[config.mk]
export PLATFORM = sky130hd
export DESIGN_NAME = bif_dpath_top
export DESIGN_NICKNAME = d
export VERILOG_FILES = /design/src/bif_dpath_pkg.sv /design/src/bif_lbd_capture.sv /design/src/bif_cd_capture.sv /design/src/bif_bus_drive.sv /design/src/bif_dpath_top.sv
export VERILOG_INCLUDE_DIRS = /design/src /design/src/src
export SDC_FILE = /design/constraint.sdc
export NUM_CORES = 1
export LEC_CHECK = 0
export BUFFER_PORTS_ARGS = -buffer_cell sky130_fd_sc_hd__clkbuf_2
export CORE_MARGIN = 2
export CORE_UTILIZATION = 43
export CTS_CLUSTER_SIZE = 25
export DETAILED_ROUTE_END_ITERATION = 6
export PLACE_DENSITY = 0.7
export SKIP_LAST_GASP = 1
export SYNTH_ARGS = -nofsm -noshare
export SYNTH_HDL_FRONTEND = slang
export SYNTH_SLANG_ARGS = --single-unit
[constraint.sdc]
create_clock -name clk -period 1 [get_ports clk]
set_input_delay 0.2 -clock clk [delete_from_list [all_inputs] [get_ports clk]]
set_output_delay 0.2 -clock clk [all_outputs]
set_load 0.05 [all_outputs]
[src/bif_dpath_cfg.svh]
`ifndef BIF_DPATH_CFG_SVH
`define BIF_DPATH_CFG_SVH

////////////////////////////////////////////////////////////
// Bus geometry
////////////////////////////////////////////////////////////

// Both the local data bus and the CPU data bus are one word wide.
`define BIF_BUS_WIDTH 16

////////////////////////////////////////////////////////////
// Idle bus level
////////////////////////////////////////////////////////////

// A bus nobody drives floats to the pull-up level.
`define BIF_RELEASED_WORD {`BIF_BUS_WIDTH{1'b1}}

`endif

[src/bif_dpath_pkg.sv]
`default_nettype none

`include "bif_dpath_cfg.svh"

package bif_dpath_pkg;

   ////////////////////////////////////////////////////////////
   // Data words
   ////////////////////////////////////////////////////////////

   // One word on the LBD or the CD.
   typedef logic [`BIF_BUS_WIDTH-1:0] bus_word_t;

   ////////////////////////////////////////////////////////////
   // Control levels from the bus interface sequencer
   ////////////////////////////////////////////////////////////

   typedef struct packed {
      logic dstb_n; // LBD data strobe. Low passes live data.
      logic ecreq;  // CD capture request. Rising edge stores CD.
      logic emd_n;  // Output enable for both buses.
      logic wlbd_n; // Direction. Low drives the LBD.
   } bus_ctl_t;

   ////////////////////////////////////////////////////////////
   // One bus output with its enable
   ////////////////////////////////////////////////////////////

   typedef struct packed {
      bus_word_t data; // Word placed on the bus.
      logic      oe;   // High while this side drives the bus.
   } bus_drive_t;

endpackage

`default_nettype wire

[src/bif_lbd_capture.sv]
`timescale 1ns/1ns
`default_nettype none

`include "bif_dpath_cfg.svh"

// LBD to CD register. The A side latch of the transceiver pair.
module bif_lbd_capture (
   input  logic                     clk,
   input  logic                     reset,
   input  bif_dpath_pkg::bus_word_t lbd_in,   // Live LBD word.
   input  logic                     dstb_n,   // Data strobe level.
   output bif_dpath_pkg::bus_word_t a2b_word  // Word heading for the CD.
);

   ////////////////////////////////////////////////////////////
   // Strobe edge detect
   ////////////////////////////////////////////////////////////

   logic                     dstb_n_q;  // Strobe as seen last clock.
   logic                     dstb_rise; // Strobe went low to high.
   bif_dpath_pkg::bus_word_t held_word; // Word caught at the edge.

   assign dstb_rise = dstb_n & ~dstb_n_q; // High now and low before.

   ////////////////////////////////////////////////////////////
   // Capture register
   ////////////////////////////////////////////////////////////

   always_ff @(posedge clk) begin
      if (reset) begin
         dstb_n_q  <= 1'b1;         // Idle high so no false edge.
         held_word <= '0;           // Empty register.
      end else begin
         dstb_n_q <= dstb_n;        // Track the strobe.
         if (dstb_rise) begin
            held_word <= lbd_in;    // Latch the word at the edge.
         end
      end
   end

   // Source select follows the strobe.
   // Low strobe is transparent and high strobe shows stored data.
   assign a2b_word = dstb_n ? held_word : lbd_in;

   ////////////////////////////////////////////////////////////
   // Checks
   ////////////////////////////////////////////////////////////

   // Stored word only moves on a clock that saw a strobe edge.
   held_word_on_edge_only : assert property (
      @(posedge clk) disable iff (reset)
      (!$past(reset) && !$past(dstb_rise)) |-> $stable(held_word)
   ) else $error("held LBD word changed without a dstb_n rising edge");

endmodule

`default_nettype wire

[src/bif_cd_capture.sv]
`timescale 1ns/1ns
`default_nettype none

`include "bif_dpath_cfg.svh"

// CD to LBD register. The B side latch of the transceiver pair.
module bif_cd_capture (
   input  logic                     clk,
   input  logic                     reset,
   input  bif_dpath_pkg::bus_word_t cd_in,    // Live CD word.
   input  logic                     ecreq,    // Capture request level.
   output bif_dpath_pkg::bus_word_t b2a_word  // Word heading for the LBD.
);

   ////////////////////////////////////////////////////////////
   // Request edge detect
   ////////////////////////////////////////////////////////////

   logic                     ecreq_q;    // Request as seen last clock.
   logic                     ecreq_rise; // Request went low to high.
   bif_dpath_pkg::bus_word_t held_word;  // Word caught at the edge.

   assign ecreq_rise = ecreq & ~ecreq_q; // High now and low before.

   ////////////////////////////////////////////////////////////
   // Capture register
   ////////////////////////////////////////////////////////////

   always_ff @(posedge clk) begin
      if (reset) begin
         ecreq_q   <= 1'b1;         // Treat as high so no false edge.
         held_word <= '0;           // Empty register.
      end else begin
         ecreq_q <= ecreq;          // Track the request.
         if (ecreq_rise) begin
            held_word <= cd_in;     // Latch the CD word.
         end
      end
   end

   // The LBD side always reads stored data, never the live CD.
   assign b2a_word = held_word;

   ////////////////////////////////////////////////////////////
   // Checks
   ////////////////////////////////////////////////////////////

   // Returned word holds still unless the clock before saw a request edge.
   b2a_stable_without_edge : assert property (
      @(posedge clk) disable iff (reset)
      (!$past(reset) && !$past(ecreq_rise)) |-> $stable(b2a_word)
   ) else $error("b2a_word changed without an ecreq rising edge");

endmodule

`default_nettype wire

[src/bif_bus_drive.sv]
`timescale 1ns/1ns
`default_nettype none

`include "bif_dpath_cfg.svh"

// Output stage. Picks the driven bus and registers both sides.
module bif_bus_drive (
   input  logic                      clk,
   input  logic                      reset,
   input  bif_dpath_pkg::bus_word_t  a2b_word, // From the LBD capture.
   input  bif_dpath_pkg::bus_word_t  b2a_word, // From the CD capture.
   input  logic                      emd_n,    // Output enable. Low enables.
   input  logic                      wlbd_n,   // Direction. Low drives LBD.
   output bif_dpath_pkg::bus_drive_t lbd_out,  // Registered LBD side.
   output bif_dpath_pkg::bus_drive_t cd_out    // Registered CD side.
);

   // Value of a side that is not driving.
   localparam bif_dpath_pkg::bus_drive_t released_drive = '{
      data: `BIF_RELEASED_WORD,
      oe:   1'b0
   };

   ////////////////////////////////////////////////////////////
   // Direction and enable decode
   ////////////////////////////////////////////////////////////

   logic                      drive_cd;  // CD side owns the bus.
   logic                      drive_lbd; // LBD side owns the bus.
   bif_dpath_pkg::bus_drive_t lbd_next;  // Next LBD output.
   bif_dpath_pkg::bus_drive_t cd_next;   // Next CD output.

   assign drive_cd  = ~emd_n &  wlbd_n; // Enabled and pointing at CD.
   assign drive_lbd = ~emd_n & ~wlbd_n; // Enabled and pointing at LBD.

   always_comb begin
      lbd_next = released_drive;     // Default is pulled high.
      cd_next  = released_drive;
      if (drive_cd) begin
         cd_next.data = a2b_word;    // LBD data out on the CD.
         cd_next.oe   = 1'b1;
      end
      if (drive_lbd) begin
         lbd_next.data = b2a_word;   // Stored CD data back on the LBD.
         lbd_next.oe   = 1'b1;
      end
   end

   ////////////////////////////////////////////////////////////
   // Output registers
   ////////////////////////////////////////////////////////////

   always_ff @(posedge clk) begin
      if (reset) begin
         lbd_out <= released_drive; // Both buses float after reset.
         cd_out  <= released_drive;
      end else begin
         lbd_out <= lbd_next;       // One clock of latency.
         cd_out  <= cd_next;
      end
   end

   ////////////////////////////////////////////////////////////
   // Checks
   ////////////////////////////////////////////////////////////

   // Never drive both sides in the same cycle.
   no_double_drive : assert property (
      @(posedge clk) disable iff (reset)
      !(lbd_out.oe && cd_out.oe)
   ) else $error("LBD and CD driven together");

   // A released side reads as the pull-up level.
   lbd_released_high : assert property (
      @(posedge clk) disable iff (reset)
      !lbd_out.oe |-> (lbd_out.data == `BIF_RELEASED_WORD)
   ) else $error("released LBD does not read all ones");

   cd_released_high : assert property (
      @(posedge clk) disable iff (reset)
      !cd_out.oe |-> (cd_out.data == `BIF_RELEASED_WORD)
   ) else $error("released CD does not read all ones");

endmodule

`default_nettype wire

[src/bif_dpath_top.sv]
`timescale 1ns/1ns
`default_nettype none

`include "bif_dpath_cfg.svh"

// CPU bus interface data path between the LBD and the CD.
module bif_dpath_top (
   input  logic                      clk,
   input  logic                      reset,
   input  bif_dpath_pkg::bus_word_t  lbd_in,  // Local data bus input.
   input  bif_dpath_pkg::bus_word_t  cd_in,   // CPU data bus input.
   input  bif_dpath_pkg::bus_ctl_t   ctl,     // Strobes and bus controls.
   output bif_dpath_pkg::bus_drive_t lbd_out, // Local data bus output.
   output bif_dpath_pkg::bus_drive_t cd_out   // CPU data bus output.
);

   ////////////////////////////////////////////////////////////
   // Internal words
   ////////////////////////////////////////////////////////////

   bif_dpath_pkg::bus_word_t a2b_word; // LBD word toward the CD.
   bif_dpath_pkg::bus_word_t b2a_word; // Stored CD word toward the LBD.

   ////////////////////////////////////////////////////////////
   // LBD to CD capture
   ////////////////////////////////////////////////////////////

   bif_lbd_capture u_lbd_capture (
      .clk      (clk),
      .reset    (reset),
      .lbd_in   (lbd_in),
      .dstb_n   (ctl.dstb_n),     // Strobe clocks and selects.
      .a2b_word (a2b_word)
   );

   ////////////////////////////////////////////////////////////
   // CD to LBD capture
   ////////////////////////////////////////////////////////////

   bif_cd_capture u_cd_capture (
      .clk      (clk),
      .reset    (reset),
      .cd_in    (cd_in),
      .ecreq    (ctl.ecreq),      // Request edge stores CD.
      .b2a_word (b2a_word)
   );

   ////////////////////////////////////////////////////////////
   // Bus drivers
   ////////////////////////////////////////////////////////////

   bif_bus_drive u_bus_drive (
      .clk      (clk),
      .reset    (reset),
      .a2b_word (a2b_word),
      .b2a_word (b2a_word),
      .emd_n    (ctl.emd_n),      // Shared output enable.
      .wlbd_n   (ctl.wlbd_n),     // Shared direction.
      .lbd_out  (lbd_out),
      .cd_out   (cd_out)
   );

endmodule

`default_nettype wire

Word-level counts from Yosys, hierarchy flattened
Index checks and enable logic that the tools add are counted.
{ "totals": {"output_inout_bits": 34, "reg_bits": 68} }
{ "op_classes": {"n_reduce_logical": 2, "muxes": 3, "bitwise": 10} }
{ "op_table": {"columns": ["op", "count"], "rows": [
  ["2-to-1 mux 16 bit", 1],
  ["inverter 1 bit", 6],
  ["AND 1 bit", 4],
  ["OR reduction 2 bit", 2],
  ["2-to-1 mux 1 bit", 2]
]} }

Logic depth before layout (Yosys ltp)
Gate-level depths: netlist of the first run.
{ "logic_depth": {"ltp_word": 4, "ltp_mapped": 4, "depth_no_buf": 2} }

Hierarchy
Synthesis of the first run repeated with hierarchy kept, for this count alone.
{ "hier_totals": {"cells_unflattened": 241, "area_unflattened_um2": 2795.2} }
{ "modules_own_cells": {"columns": ["module", "instances", "seq_area_each_um2", "area_per_inst_um2", "cells_per_inst"], "rows": [
  ["bif_bus_drive", 1, 680.7, 1016.0, 77],
  ["bif_lbd_capture", 1, 340.3, 984.7, 91],
  ["bif_cd_capture", 1, 340.3, 794.5, 73]
]} }

Least setup slack after synthesis of the first run
OpenSTA, ideal clock, no wires.
{ "synth_path": {"path_kind": "reg2reg", "from": "register u_cd_capture.ecreq_q", "to": "register u_cd_capture.held_word[10], in the netlist u_cd_capture.b2a_word[10]", "t_arrival_ps": 870, "path_slack_ps": 11, "synth_period_minus_slack_ps": 989, "n_path_buf": 1, "path_stages_with_launch": 4, "setup_time_ps": 119, "path_cell_list": "dfxtp_1 > and2b_1 > buf_2 > o21ai_1"} }
{ "synth_between": {"elab_chain_cells": 2} }
{ "synth_lines": {"columns": ["item", "line_no", "rtl"], "rows": [
  ["from (decl)", "bif_cd_capture.sv:19", "logic ecreq_q;"],
  ["from (signal assigned)", "bif_cd_capture.sv:34", "ecreq_q <= ecreq;"],
  ["inverter 1 bit", "bif_cd_capture.sv:23", "assign ecreq_rise = ecreq & ~ecreq_q;"],
  ["AND 1 bit", "bif_cd_capture.sv:23", null],
  ["to (signal assigned)", "bif_cd_capture.sv:36", "held_word <= cd_in;"],
  ["to (decl)", "bif_cd_capture.sv:21", "bif_dpath_pkg::bus_word_t held_word;"]
]} }
Every way passes these cells.
A chain may end at the register's enable or synchronous reset.

Worst setup path in the final report of the first run
{ "layout_path": {"from": "register, netlist name u_bus_drive.lbd_out[9]", "to": "output lbd_out[9] (netlist name)"} }
{ "layout_lines": {"columns": ["item", "line_no", "rtl"], "rows": [
  ["to (decl)", "bif_dpath_top.sv:13", "output bif_dpath_pkg::bus_drive_t lbd_out,"]
]} }
No word-level cell between the ends.

==> results of run 1 <==
[how the worst min path moves through the flow]
stage,slack [ns],depth (start not counted),to,from
floorplan,0.32,2,u_bus_drive.lbd_out[16],reset
global placement,0.42,1,u_bus_drive.lbd_out[7],u_cd_capture.b2a_word[6]
detailed placement,0.42,1,u_bus_drive.lbd_out[10],u_cd_capture.b2a_word[9]
CTS,0.08,3,u_bus_drive.cd_out[7],lbd_in[6]
global route,0.09,3,u_bus_drive.cd_out[10],lbd_in[9]
finish,0.09,3,u_bus_drive.cd_out[13],lbd_in[12]
[state kept, by name, indices dropped and copies added (netlist names)]
register	cells
u_lbd_capture.held_word	16
u_lbd_capture.dstb_n_q	1
u_cd_capture.b2a_word	16
u_bus_drive.cd_out	17
u_bus_drive.lbd_out	17
u_cd_capture.ecreq_q	1
[per-stage QoR]
| step | hold slack, ns | instance area (sq um) |
|---|---|---|
| floorplan | 0.316 | 2560 |
| global route | 0.0883 | 3700 |
| detailed placement | 0.423 | 3080 |
| global placement | 0.421 | 3080 |
| CTS | 0.0800 | 3650 |
| finish | 0.0913 | 3700 |
[layer usage]
| layer | part of all wire [%] | GRT usage [%] | wire [microns] |
|---|---|---|---|
| met5 | 0 | 0 | 0 |
| met1 | 45 | 20.9 | 2380 |
| met2 | 49 | 26.9 | 2610 |
| met4 | 1.7 | 9.49 | 92 |
| met3 | 4.7 | 4.89 | 252 |
[cell type report]
cell class / instances / share of cell area [%]
clock buffers: 10 / 3.72
clock inverters: 6 / 1.08
multi-input cells: 150 / 29.8
flip-flops and latches: 68 / 38.0
well taps: 75 / 2.54
repair buffers: 86 / 24.8
[power by group through the flow]
| stage | Combinational [mW] | Sequential (mW) | Clock [mW] |
|---|---|---|---|
| final | 0.809 | 2.88 | 2.00 |
| after floorplan | 0.257 | 3.10 | 0 |
| after global routing | 0.857 | 2.89 | 2.17 |
| after CTS | 0.793 | 2.87 | 2.05 |
| after detailed placement | 0.688 | 2.91 | 0 |
| after global placement | 0.682 | 2.91 | 0 |
[cells by family (layout without fill, tap and decap cells)]
logic type,after synthesis,after routing,share of synthesized area [%]
and+or+nand+nor,102,102,30.6
DFF,68,68,53.1
AOI/OAI and AO/OA,32,32,6.25
buffers and inverters,17,102,3.86
muxes,16,16,6.25
[placed cells by master, fill, tap and decap left out]
master / instances
nand2b_1: 48
clkbuf_2: 37
dfxtp_2: 34
dfxtp_1: 34
nand4bb_1: 32
o21ai_1: 32
buf_8: 28
mux2i_1: 16
nand2_1: 16
buf_4: 11
clkbuf_8: 10
clkbuf_16: 6
clkinvlp_4: 4
buf_12: 4
and2b_1: 2
or2_1: 2
clkinv_2: 2
nor3b_4: 1
nor3_4: 1
[repair_timing]
action | CTS | global route
gates resized for setup | 101 | 35
buffers inserted | 0 | 0
setup endpoints to repair | 34 | 34
pin swaps | 0 | 0
==> metrics.txt, run 1 <==
Layout Cells excl Fill=395; post-synth top area cell=dfxtp_1; final critical-path required period=1.04 ns; critical-path maximum fanout=1; Logic pwr share=between 10 and 15%; #FFs+latches synth=68; total grt overflow=0; first-pass GRT wire length=8440 microns; number of global-route vias before repair=1,868; pre-CTS setup slack=-0.00250 ns; diodes inserted=0; Reg power frac=50.6%; Root Buffer=clkbuf_8; final wirelength=between 5000 and 6000 microns; Mapped Cells=235; placed insts=379; CP Class=flip-flop to output pin; first drt pass iteration count=4; Initial Utilization=between 40% and 50%; Site Rows=28; Fmax=957 MHz; NetSw=1.52 mW; clock transition at the registers of the reported paths=0.08 ns; slew at the pin with the worst max-slew slack=~0.22 ns; clk_skew=0.00926 ns; DRC=0; Post-synth ARST share=0%; Post-DRT Antenna Nets=0; Top delay family on crit path=flip-flops; Sequential cell area=1400 sq um; largest net degree at the start of global routing=26; crit end category=output pin; DP HPWL=3460 microns; gr usage total=17.1%; clk sink count=68; top cells by area, synth=dfxtp_1 (53%), nand4bb_1 (14%), nand2b_1 (12%); final hold viol count=0; worst-path cell chain=clkbuf_16; final setup violation count=34; crit path launch type=flip-flop; Pint=4.17 mW; Final nets=353; wire per inst=about 14 microns; footprint of the multi-input gates=1100 sq um; Worst setup endpoint=lbd_out[9]; Die W=a little over 80 microns; clk_lat worst skew=0.35 ns; clock share of power=a little over a third; H-Tree Depth=3; Boundary Pins=72; setup slack, reg-to-reg=0.10 ns; RSZ-0062 raised after global routing=yes; period utilisation layout=104%; Critical Path AT=0.84 ns; Critical path origin=u_bus_drive.lbd_out[9]; clock buffer depth=2; Setup TNS=-0.585 ns; Crit-path slowest cell=dfxtp_2; die height=81.2 microns; Synth top area share=a little over half; EDFF count, synth=0; Max transition margin=a little under nine tenths; I/O Buffers=71; Seq/Total Area, Yosys=53.1%; cts bufs inserted=9; cts hold-fix bufs=0; Synth Cell Area=2560 sq um; r2r worst-path depth=3; LEAKAGE=about 1.5 nW; syn avg cell area=roughly 11 sq um; final core occ=63.2%; ys flop type=dfxtp_1; CTS tree=built; top cell types by occurrence after synthesis=dfxtp_1 (68), nand2b_1 (48), nand4bb_1 (32), o21ai_1 (32); worst hold path type=input port to flip-flop; synth warn=0; Synthesized Nets=273; layout cells sized above 1=between 40% and 50%; pwr dens=1540 nW/um^2; Net Sw Frac=26.6%; setup ws final=-0.0448 ns; vias per cell=~4.9; critical path depth=1; Placer Congestion=around 0.74; worst reg2reg startpoint=u_cd_capture.ecreq_q; Peak VDD IR=around 770 uV; Final Max Tran Viols=0; First DRT Iteration DRCs=between 50 and 60; Max-cap violations=0; Vias=1,949; initial antenna violation count=0; Final Total Pwr=5.69 mW; Worst Path Buf+Inv=1; CP required=approximately 0.80 ns; failing checks=setup timing; total core area=between 5000 and 6000 sq um; die area=~6600 sq um; most common cell in the synthesized netlist=dfxtp_1; terminus of the critical flop-to-flop path=u_cd_capture.b2a_word[7]; fillers=470; Synth cell types=14; CP peak stage delay=0.34 ns; status=complete, but fails checks; P&R area growth vs syn=44.2%
Power figures use the tool's default switching activity.
==> inputs of run 2 (changes only) <==
--- a/config.mk
+++ b/config.mk
@@ -7,11 +7,12 @@
 export NUM_CORES = 1
 export LEC_CHECK = 0
 export BUFFER_PORTS_ARGS = -buffer_cell sky130_fd_sc_hd__clkbuf_2
-export CORE_MARGIN = 2
-export CORE_UTILIZATION = 43
+export CELL_PAD_IN_SITES_DETAIL_PLACEMENT = 0
+export CELL_PAD_IN_SITES_GLOBAL_PLACEMENT = 1
+export CORE_UTILIZATION = 35
 export CTS_CLUSTER_SIZE = 25
 export DETAILED_ROUTE_END_ITERATION = 6
-export PLACE_DENSITY = 0.7
+export PLACE_DENSITY_LB_ADDON = 0.1
 export SKIP_LAST_GASP = 1
 export SYNTH_ARGS = -nofsm -noshare
 export SYNTH_HDL_FRONTEND = slang
==> run 2 against run 1 <==
Critical path type unchanged. Critical path depth unchanged. Clock power up 11%. Register-to-register slack about the same. Largest power group unchanged. Routed wire length down 0.92%. Largest cell class unchanged. The run still ends with setup timing left. Combinational power down 2%. Sequential share of layout area about the same. Via count down 2.4%.
==> metrics.txt, run 2 (synthesis results as in run 1) <==
status=complete, but fails checks; failing checks=setup timing; H-Tree Depth=3 (unchanged); Top delay family on crit path=flip-flops; setup ws final=-0.0314 ns (+0.0134 ns); Layout Cells excl Fill=415 (+5.1%); Top Metal Used=met4; I/O Buffers=71 (unchanged); Worst Path Buf+Inv=1 (unchanged); Critical Path AT=0.83 ns (about the same); period utilisation layout=103% (-1.3 points); worst hold path type=input port to flip-flop; Final Total Pwr=5.88 mW (+3.4%); fillers=635 (+35%); crit path launch type=flip-flop; CP required=0.80 ns (about the same); clk_skew=0.0135 ns (+0.00422 ns); Peak VDD IR=841 uV (+9.5%); number of global-route vias before repair=1,790 (-4.2%); Root Buffer=clkbuf_8; CP Class=flip-flop to output pin; final setup violation count=31 (-8.8%); cts bufs inserted=9 (unchanged); Max-cap violations=0 (unchanged); die area=7670 sq um (+16%); Vias=1,902 (-2.4%); total grt overflow=0 (unchanged); Boundary Pins=72 (unchanged); footprint of the multi-input gates=1110 sq um (+0.23%); cts hold-fix bufs=0 (unchanged); Sequential cell area=1400 sq um (unchanged); First DRT Iteration DRCs=78 (+37%); die height=87.6 microns (+7.8%); wire per inst=12.7 microns (-5.7%); total core area=6940 sq um (+19%); CP peak stage delay=0.34 ns (about the same); layout cells sized above 1=42.9% (-0.18 points); Final Max Tran Viols=0 (unchanged); Die W=87.6 microns (+7.8%); LEAKAGE=1.47 nW (-0.39%); diodes inserted=0 (unchanged); clk sink count=68 (unchanged); pre-CTS setup slack=-0.148 ns (-0.145 ns); final core occ=53.3% (-9.9 points); RSZ-0062 raised after global routing=yes; pwr dens=1590 nW/um^2 (+3.3%); Site Rows=30 (+7.1%); met2 wire length=2210 microns (-15%); biggest regs=u_bus_drive.cd_out: 17 flops, u_bus_drive.lbd_out: 17 flops; Initial Utilization=36.9% (-6.9 points); Fmax=970 MHz (+1.3%); Setup TNS=-0.337 ns (+0.248 ns); DP Area=3070 sq um (-0.20%); final wirelength=5290 microns (-0.92%); critical-path maximum fanout=1 (unchanged); most common cell after layout, fill and taps aside=nand2b_1; Final nets=352 (-0.28%); DRC=0 (unchanged); placed insts=399 (+5.3%); P&R area growth vs syn=44.3% (about the same); clock buffer depth=2 (unchanged); clock transition at the registers of the reported paths=0.08 ns (about the same); vias per cell=4.58 (-7.1%); Max transition margin=85.2% (-0.25 points); Post-DRT Antenna Nets=0 (unchanged); first-pass GRT wire length=8400 microns (-0.49%); Crit-path slowest cell=dfxtp_2; first drt pass iteration count=4 (unchanged); clk_lat worst skew=0.34 ns (about the same); largest net degree at the start of global routing=23 (-12%); Placer Congestion=0.664 (-11%); routed wl met3=242 microns (-4.0%); final hold viol count=0 (unchanged); final critical-path required period=1.03 ns (-0.0134 ns); Worst Hold Margin=0.0816 ns (-0.00972 ns); crit end category=output pin; slew at the pin with the worst max-slew slack=0.223 ns (+0.00400 ns); final instance area=3700 sq um (about the same); gr usage total=14.5% (-2.6 points); CTS tree=built; DP HPWL=3480 microns (+0.79%); worst-path cell chain=clkbuf_16; leading cell types in the layout, fill and taps excluded=nand2b_1 (48), clkbuf_2 (37), dfxtp_2 (34), dfxtp_1 (34); initial antenna violation count=0 (unchanged); WL met1=2730 microns (+14%)
[run 2: changes by cell type in the layout (fill, tap and decap cells not counted), sizes merged]
cell / previous run / this run
clkinvlp: 4 / 1
clkinv: 2 / 4
clkbuf: 53 / 52
bufinv: 0 / 1
[run 2: per-layer routing]
metal	GRT usage [%]	vias to the layer above
li1	-	972
met2	20.7	44
met3	3.49	10
met5	0	-
met4	8.49	0
met1	19.8	876
[run 2: cell type report]
cell class / count / area share (%)
clock inverter: 6 / 1.76
clock buffer: 10 / 3.45
multi-input combinational: 150 / 29.9
sequential: 68 / 38.0
tap: 96 / 3.25
timing repair buffer: 85 / 23.7
[run 2: worst paths after layout]
path | slack [ns] | end | cells past startpoint | from
worst max-delay path | -0.03 | lbd_out[15] | 1 | u_bus_drive.lbd_out[15]
worst min-delay path | 0.08 | u_bus_drive.cd_out[7] | 3 | lbd_in[6]
worst max register to register | 0.09 | u_lbd_capture.held_word[2] | 2 | u_lbd_capture.dstb_n_q
worst min register to register | 0.43 | u_bus_drive.lbd_out[1] | 1 | u_cd_capture.b2a_word[0]
[run 2: power by group]
group	leakage, nW	switching [mW]	internal (mW)	total [mW]
sequential	0.544	0.0583	2.82	2.88
combinational	0.832	0.408	0.382	0.791
clock	0.0962	1.06	1.15	2.21
[run 2: repair_timing]
action,CTS,global route
resized for setup,102,36
setup buffers,0,0
setup endpoints to repair,50,48
==> inputs of run 3 (changes only) <==
==> constraint.sdc (replaced) <==
create_clock -name clk -period 1 [get_ports clk]
set_input_delay 0.05 -clock clk [delete_from_list [all_inputs] [get_ports clk]]
set_output_delay 0.05 -clock clk [all_outputs]
set_load 0.05 [all_outputs]
==> run 3 against run 2 <==
The flow now finishes without violations. Sequential cell count is the same. Clock power shrank 10%. Final area shrank 2.7%. Global-route usage grew 0.89 points. Register-to-register slack is essentially flat. Worst setup slack gained 0.064 ns. Count of clock-buffer cells in the layout grew 3. Cell count grew 7.7%. Critical path type unchanged.
==> metrics.txt, run 3 (synthesis results as in run 1) <==
status=complete, no violations; crit path launch type=flip-flop; layout cells sized above 1=29.1% (-14 points); DRC=0 (unchanged); terminus of the critical flop-to-flop path=u_cd_capture.b2a_word[13]; Die W=87.6 microns (unchanged); vias per cell=4.37 (-4.7%); Worst setup endpoint=cd_out[9]; leading cell types in the layout, fill and taps excluded=dfxtp_1 (67), clkbuf_2 (50), nand2b_1 (48); die area=7670 sq um (unchanged); Final nets=385 (+9.4%); total grt overflow=0 (unchanged); Site Rows=30 (unchanged); clk_skew=0.00599 ns (-0.00749 ns); Initial Utilization=36.9% (unchanged); wire per inst=12.1 microns (-4.8%); CP peak stage delay=0.32 ns (-0.02 ns); placed insts=400 (+0.25%); biggest regs=u_bus_drive.cd_out: 17 flops, u_bus_drive.lbd_out: 17 flops; final setup violation count=0 (-100%); cts bufs inserted=9 (unchanged); Sequential cell area=1360 sq um (-2.9%); first drt pass iteration count=4 (unchanged); final critical-path required period=0.967 ns (-0.0641 ns); Layout Cells excl Fill=447 (+7.7%); initial antenna violation count=0 (unchanged); crit end category=output pin; Fmax=1030 MHz (+6.6%); worst hold path type=input port to flip-flop; worst reg2reg startpoint=u_cd_capture.ecreq_q; DP HPWL=3410 microns (-2.2%); Max transition margin=80.7% (-4.4 points); Boundary Pins=72 (unchanged); largest net degree at the start of global routing=67 (+190%); pwr dens=1560 nW/um^2 (-2.0%); footprint of the multi-input gates=1100 sq um (-0.23%); critical-path maximum fanout=1 (unchanged); worst-path cell chain=clkbuf_2; Placer Congestion=0.658 (-0.90%); critical path depth=1 (unchanged); first-pass GRT wire length=8740 microns (+4.0%); most common cell after layout, fill and taps aside=dfxtp_1; CTS tree=built; slew at the pin with the worst max-slew slack=0.290 ns (+0.0676 ns); Post-DRT Antenna Nets=0 (unchanged); CP required=0.95 ns (+0.15 ns); RSZ-0062 raised after global routing=yes; total core area=6940 sq um (unchanged); pre-CTS setup slack=0.108 ns (+0.256 ns); clk_lat worst skew=0.33 ns (about the same); Peak VDD IR=910 uV (+8.2%); final wirelength=5420 microns (+2.5%); Max-cap violations=0 (unchanged); CP Class=flip-flop to output pin; LEAKAGE=1.45 nW (-1.4%); die height=87.6 microns (unchanged); clock buffer depth=2 (unchanged); gr usage total=15.4% (+0.89 points); clock transition at the registers of the reported paths=0.07 ns (about the same); fillers=648 (+2.0%); First DRT Iteration DRCs=54 (-31%); setup slack, reg-to-reg=0.10 ns (about the same); P&R area growth vs syn=40.4%; H-Tree Depth=3 (unchanged); Final Max Tran Viols=0 (unchanged); Critical Path AT=0.92 ns (+0.09 ns); Top delay family on crit path=flip-flops; setup ws final=0.0327 ns (+0.0641 ns); Worst Path Buf+Inv=1 (unchanged); Crit-path slowest cell=dfxtp_1; Critical path origin=u_bus_drive.cd_out[9]; final hold viol count=0 (unchanged); r2r worst-path depth=3 (+1); I/O Buffers=71 (unchanged); number of global-route vias before repair=1,806 (+0.89%); clk sink count=68 (unchanged); period utilisation layout=96.7% (-6.4 points); Vias=1,953 (+2.7%); Root Buffer=clkbuf_8; diodes inserted=0 (unchanged)
==> run 3: how the worst min path moves through the flow <==
stage | from | end | slack, ns | depth (start not counted)
2_1_floorplan | reset | u_bus_drive.lbd_out[16] | 0.17 | 2
3_3_place_gp | lbd_in[10] | u_bus_drive.cd_out[11] | 0.28 | 3
3_5_place_dp | lbd_in[8] | u_bus_drive.cd_out[9] | 0.28 | 3
4_1_cts | ctl[2] | u_cd_capture.ecreq_q | 0.03 | 2
5_1_grt | ctl[2] | u_cd_capture.ecreq_q | 0.05 | 2
6_report | ctl[2] | u_cd_capture.ecreq_q | 0.05 | 2
==> run 3: cell type report <==
cell class                 instances  share of cell area [%]
clock buffer                      13                    4.42
tap                               96                    3.34
timing repair buffer             118                    23.4
sequential                        68                    37.9
multi-input combinational        150                    30.7
clock inverter                     2                   0.278
==> run 3: repair_timing <==
item | CTS | global route
buffers inserted | 0 | 0
resized for setup | 1 | 22
hold endpoints to repair | 48 | 0
hold buffers | 32 | 0
setup endpoints to repair | 1 | 21
==> run 3: through the flow <==
step / utilization (%) / setup TNS, ns / hold WS [ns] / cell area, sq um / power, mW
after floorplan: - / 0 / 0.166 / 2560 / 3.36
after global placement: 44.7 / 0 / 0.284 / 3100 / 3.60
after detailed placement: 44.7 / 0 / 0.282 / 3100 / 3.60
after CTS: 51.8 / 0 / 0.0317 / 3590 / 5.69
after global routing: 51.8 / -0.0149 / 0.0472 / 3600 / 5.88
final: 51.8 / 0 / 0.0479 / 3600 / 5.61
==> run 3: power by group <==
| part | switching, mW | internal [mW] |
|---|---|---|
| registers | 0.0351 | 2.81 |
| logic | 0.431 | 0.355 |
| clock network | 0.960 | 1.02 |
==> run 3: routing by layer <==
| layer | vias to the layer above | GRT usage (%) | part of all wire, % |
|---|---|---|---|
| met3 | 6 | 4.05 | 3.6 |
| met2 | 47 | 20.0 | 41 |
| met4 | 0 | 9.39 | 1.4 |
| met5 | - | 0 | 0 |
| li1 | 1033 | - | - |
| met1 | 867 | 22.3 | 54 |
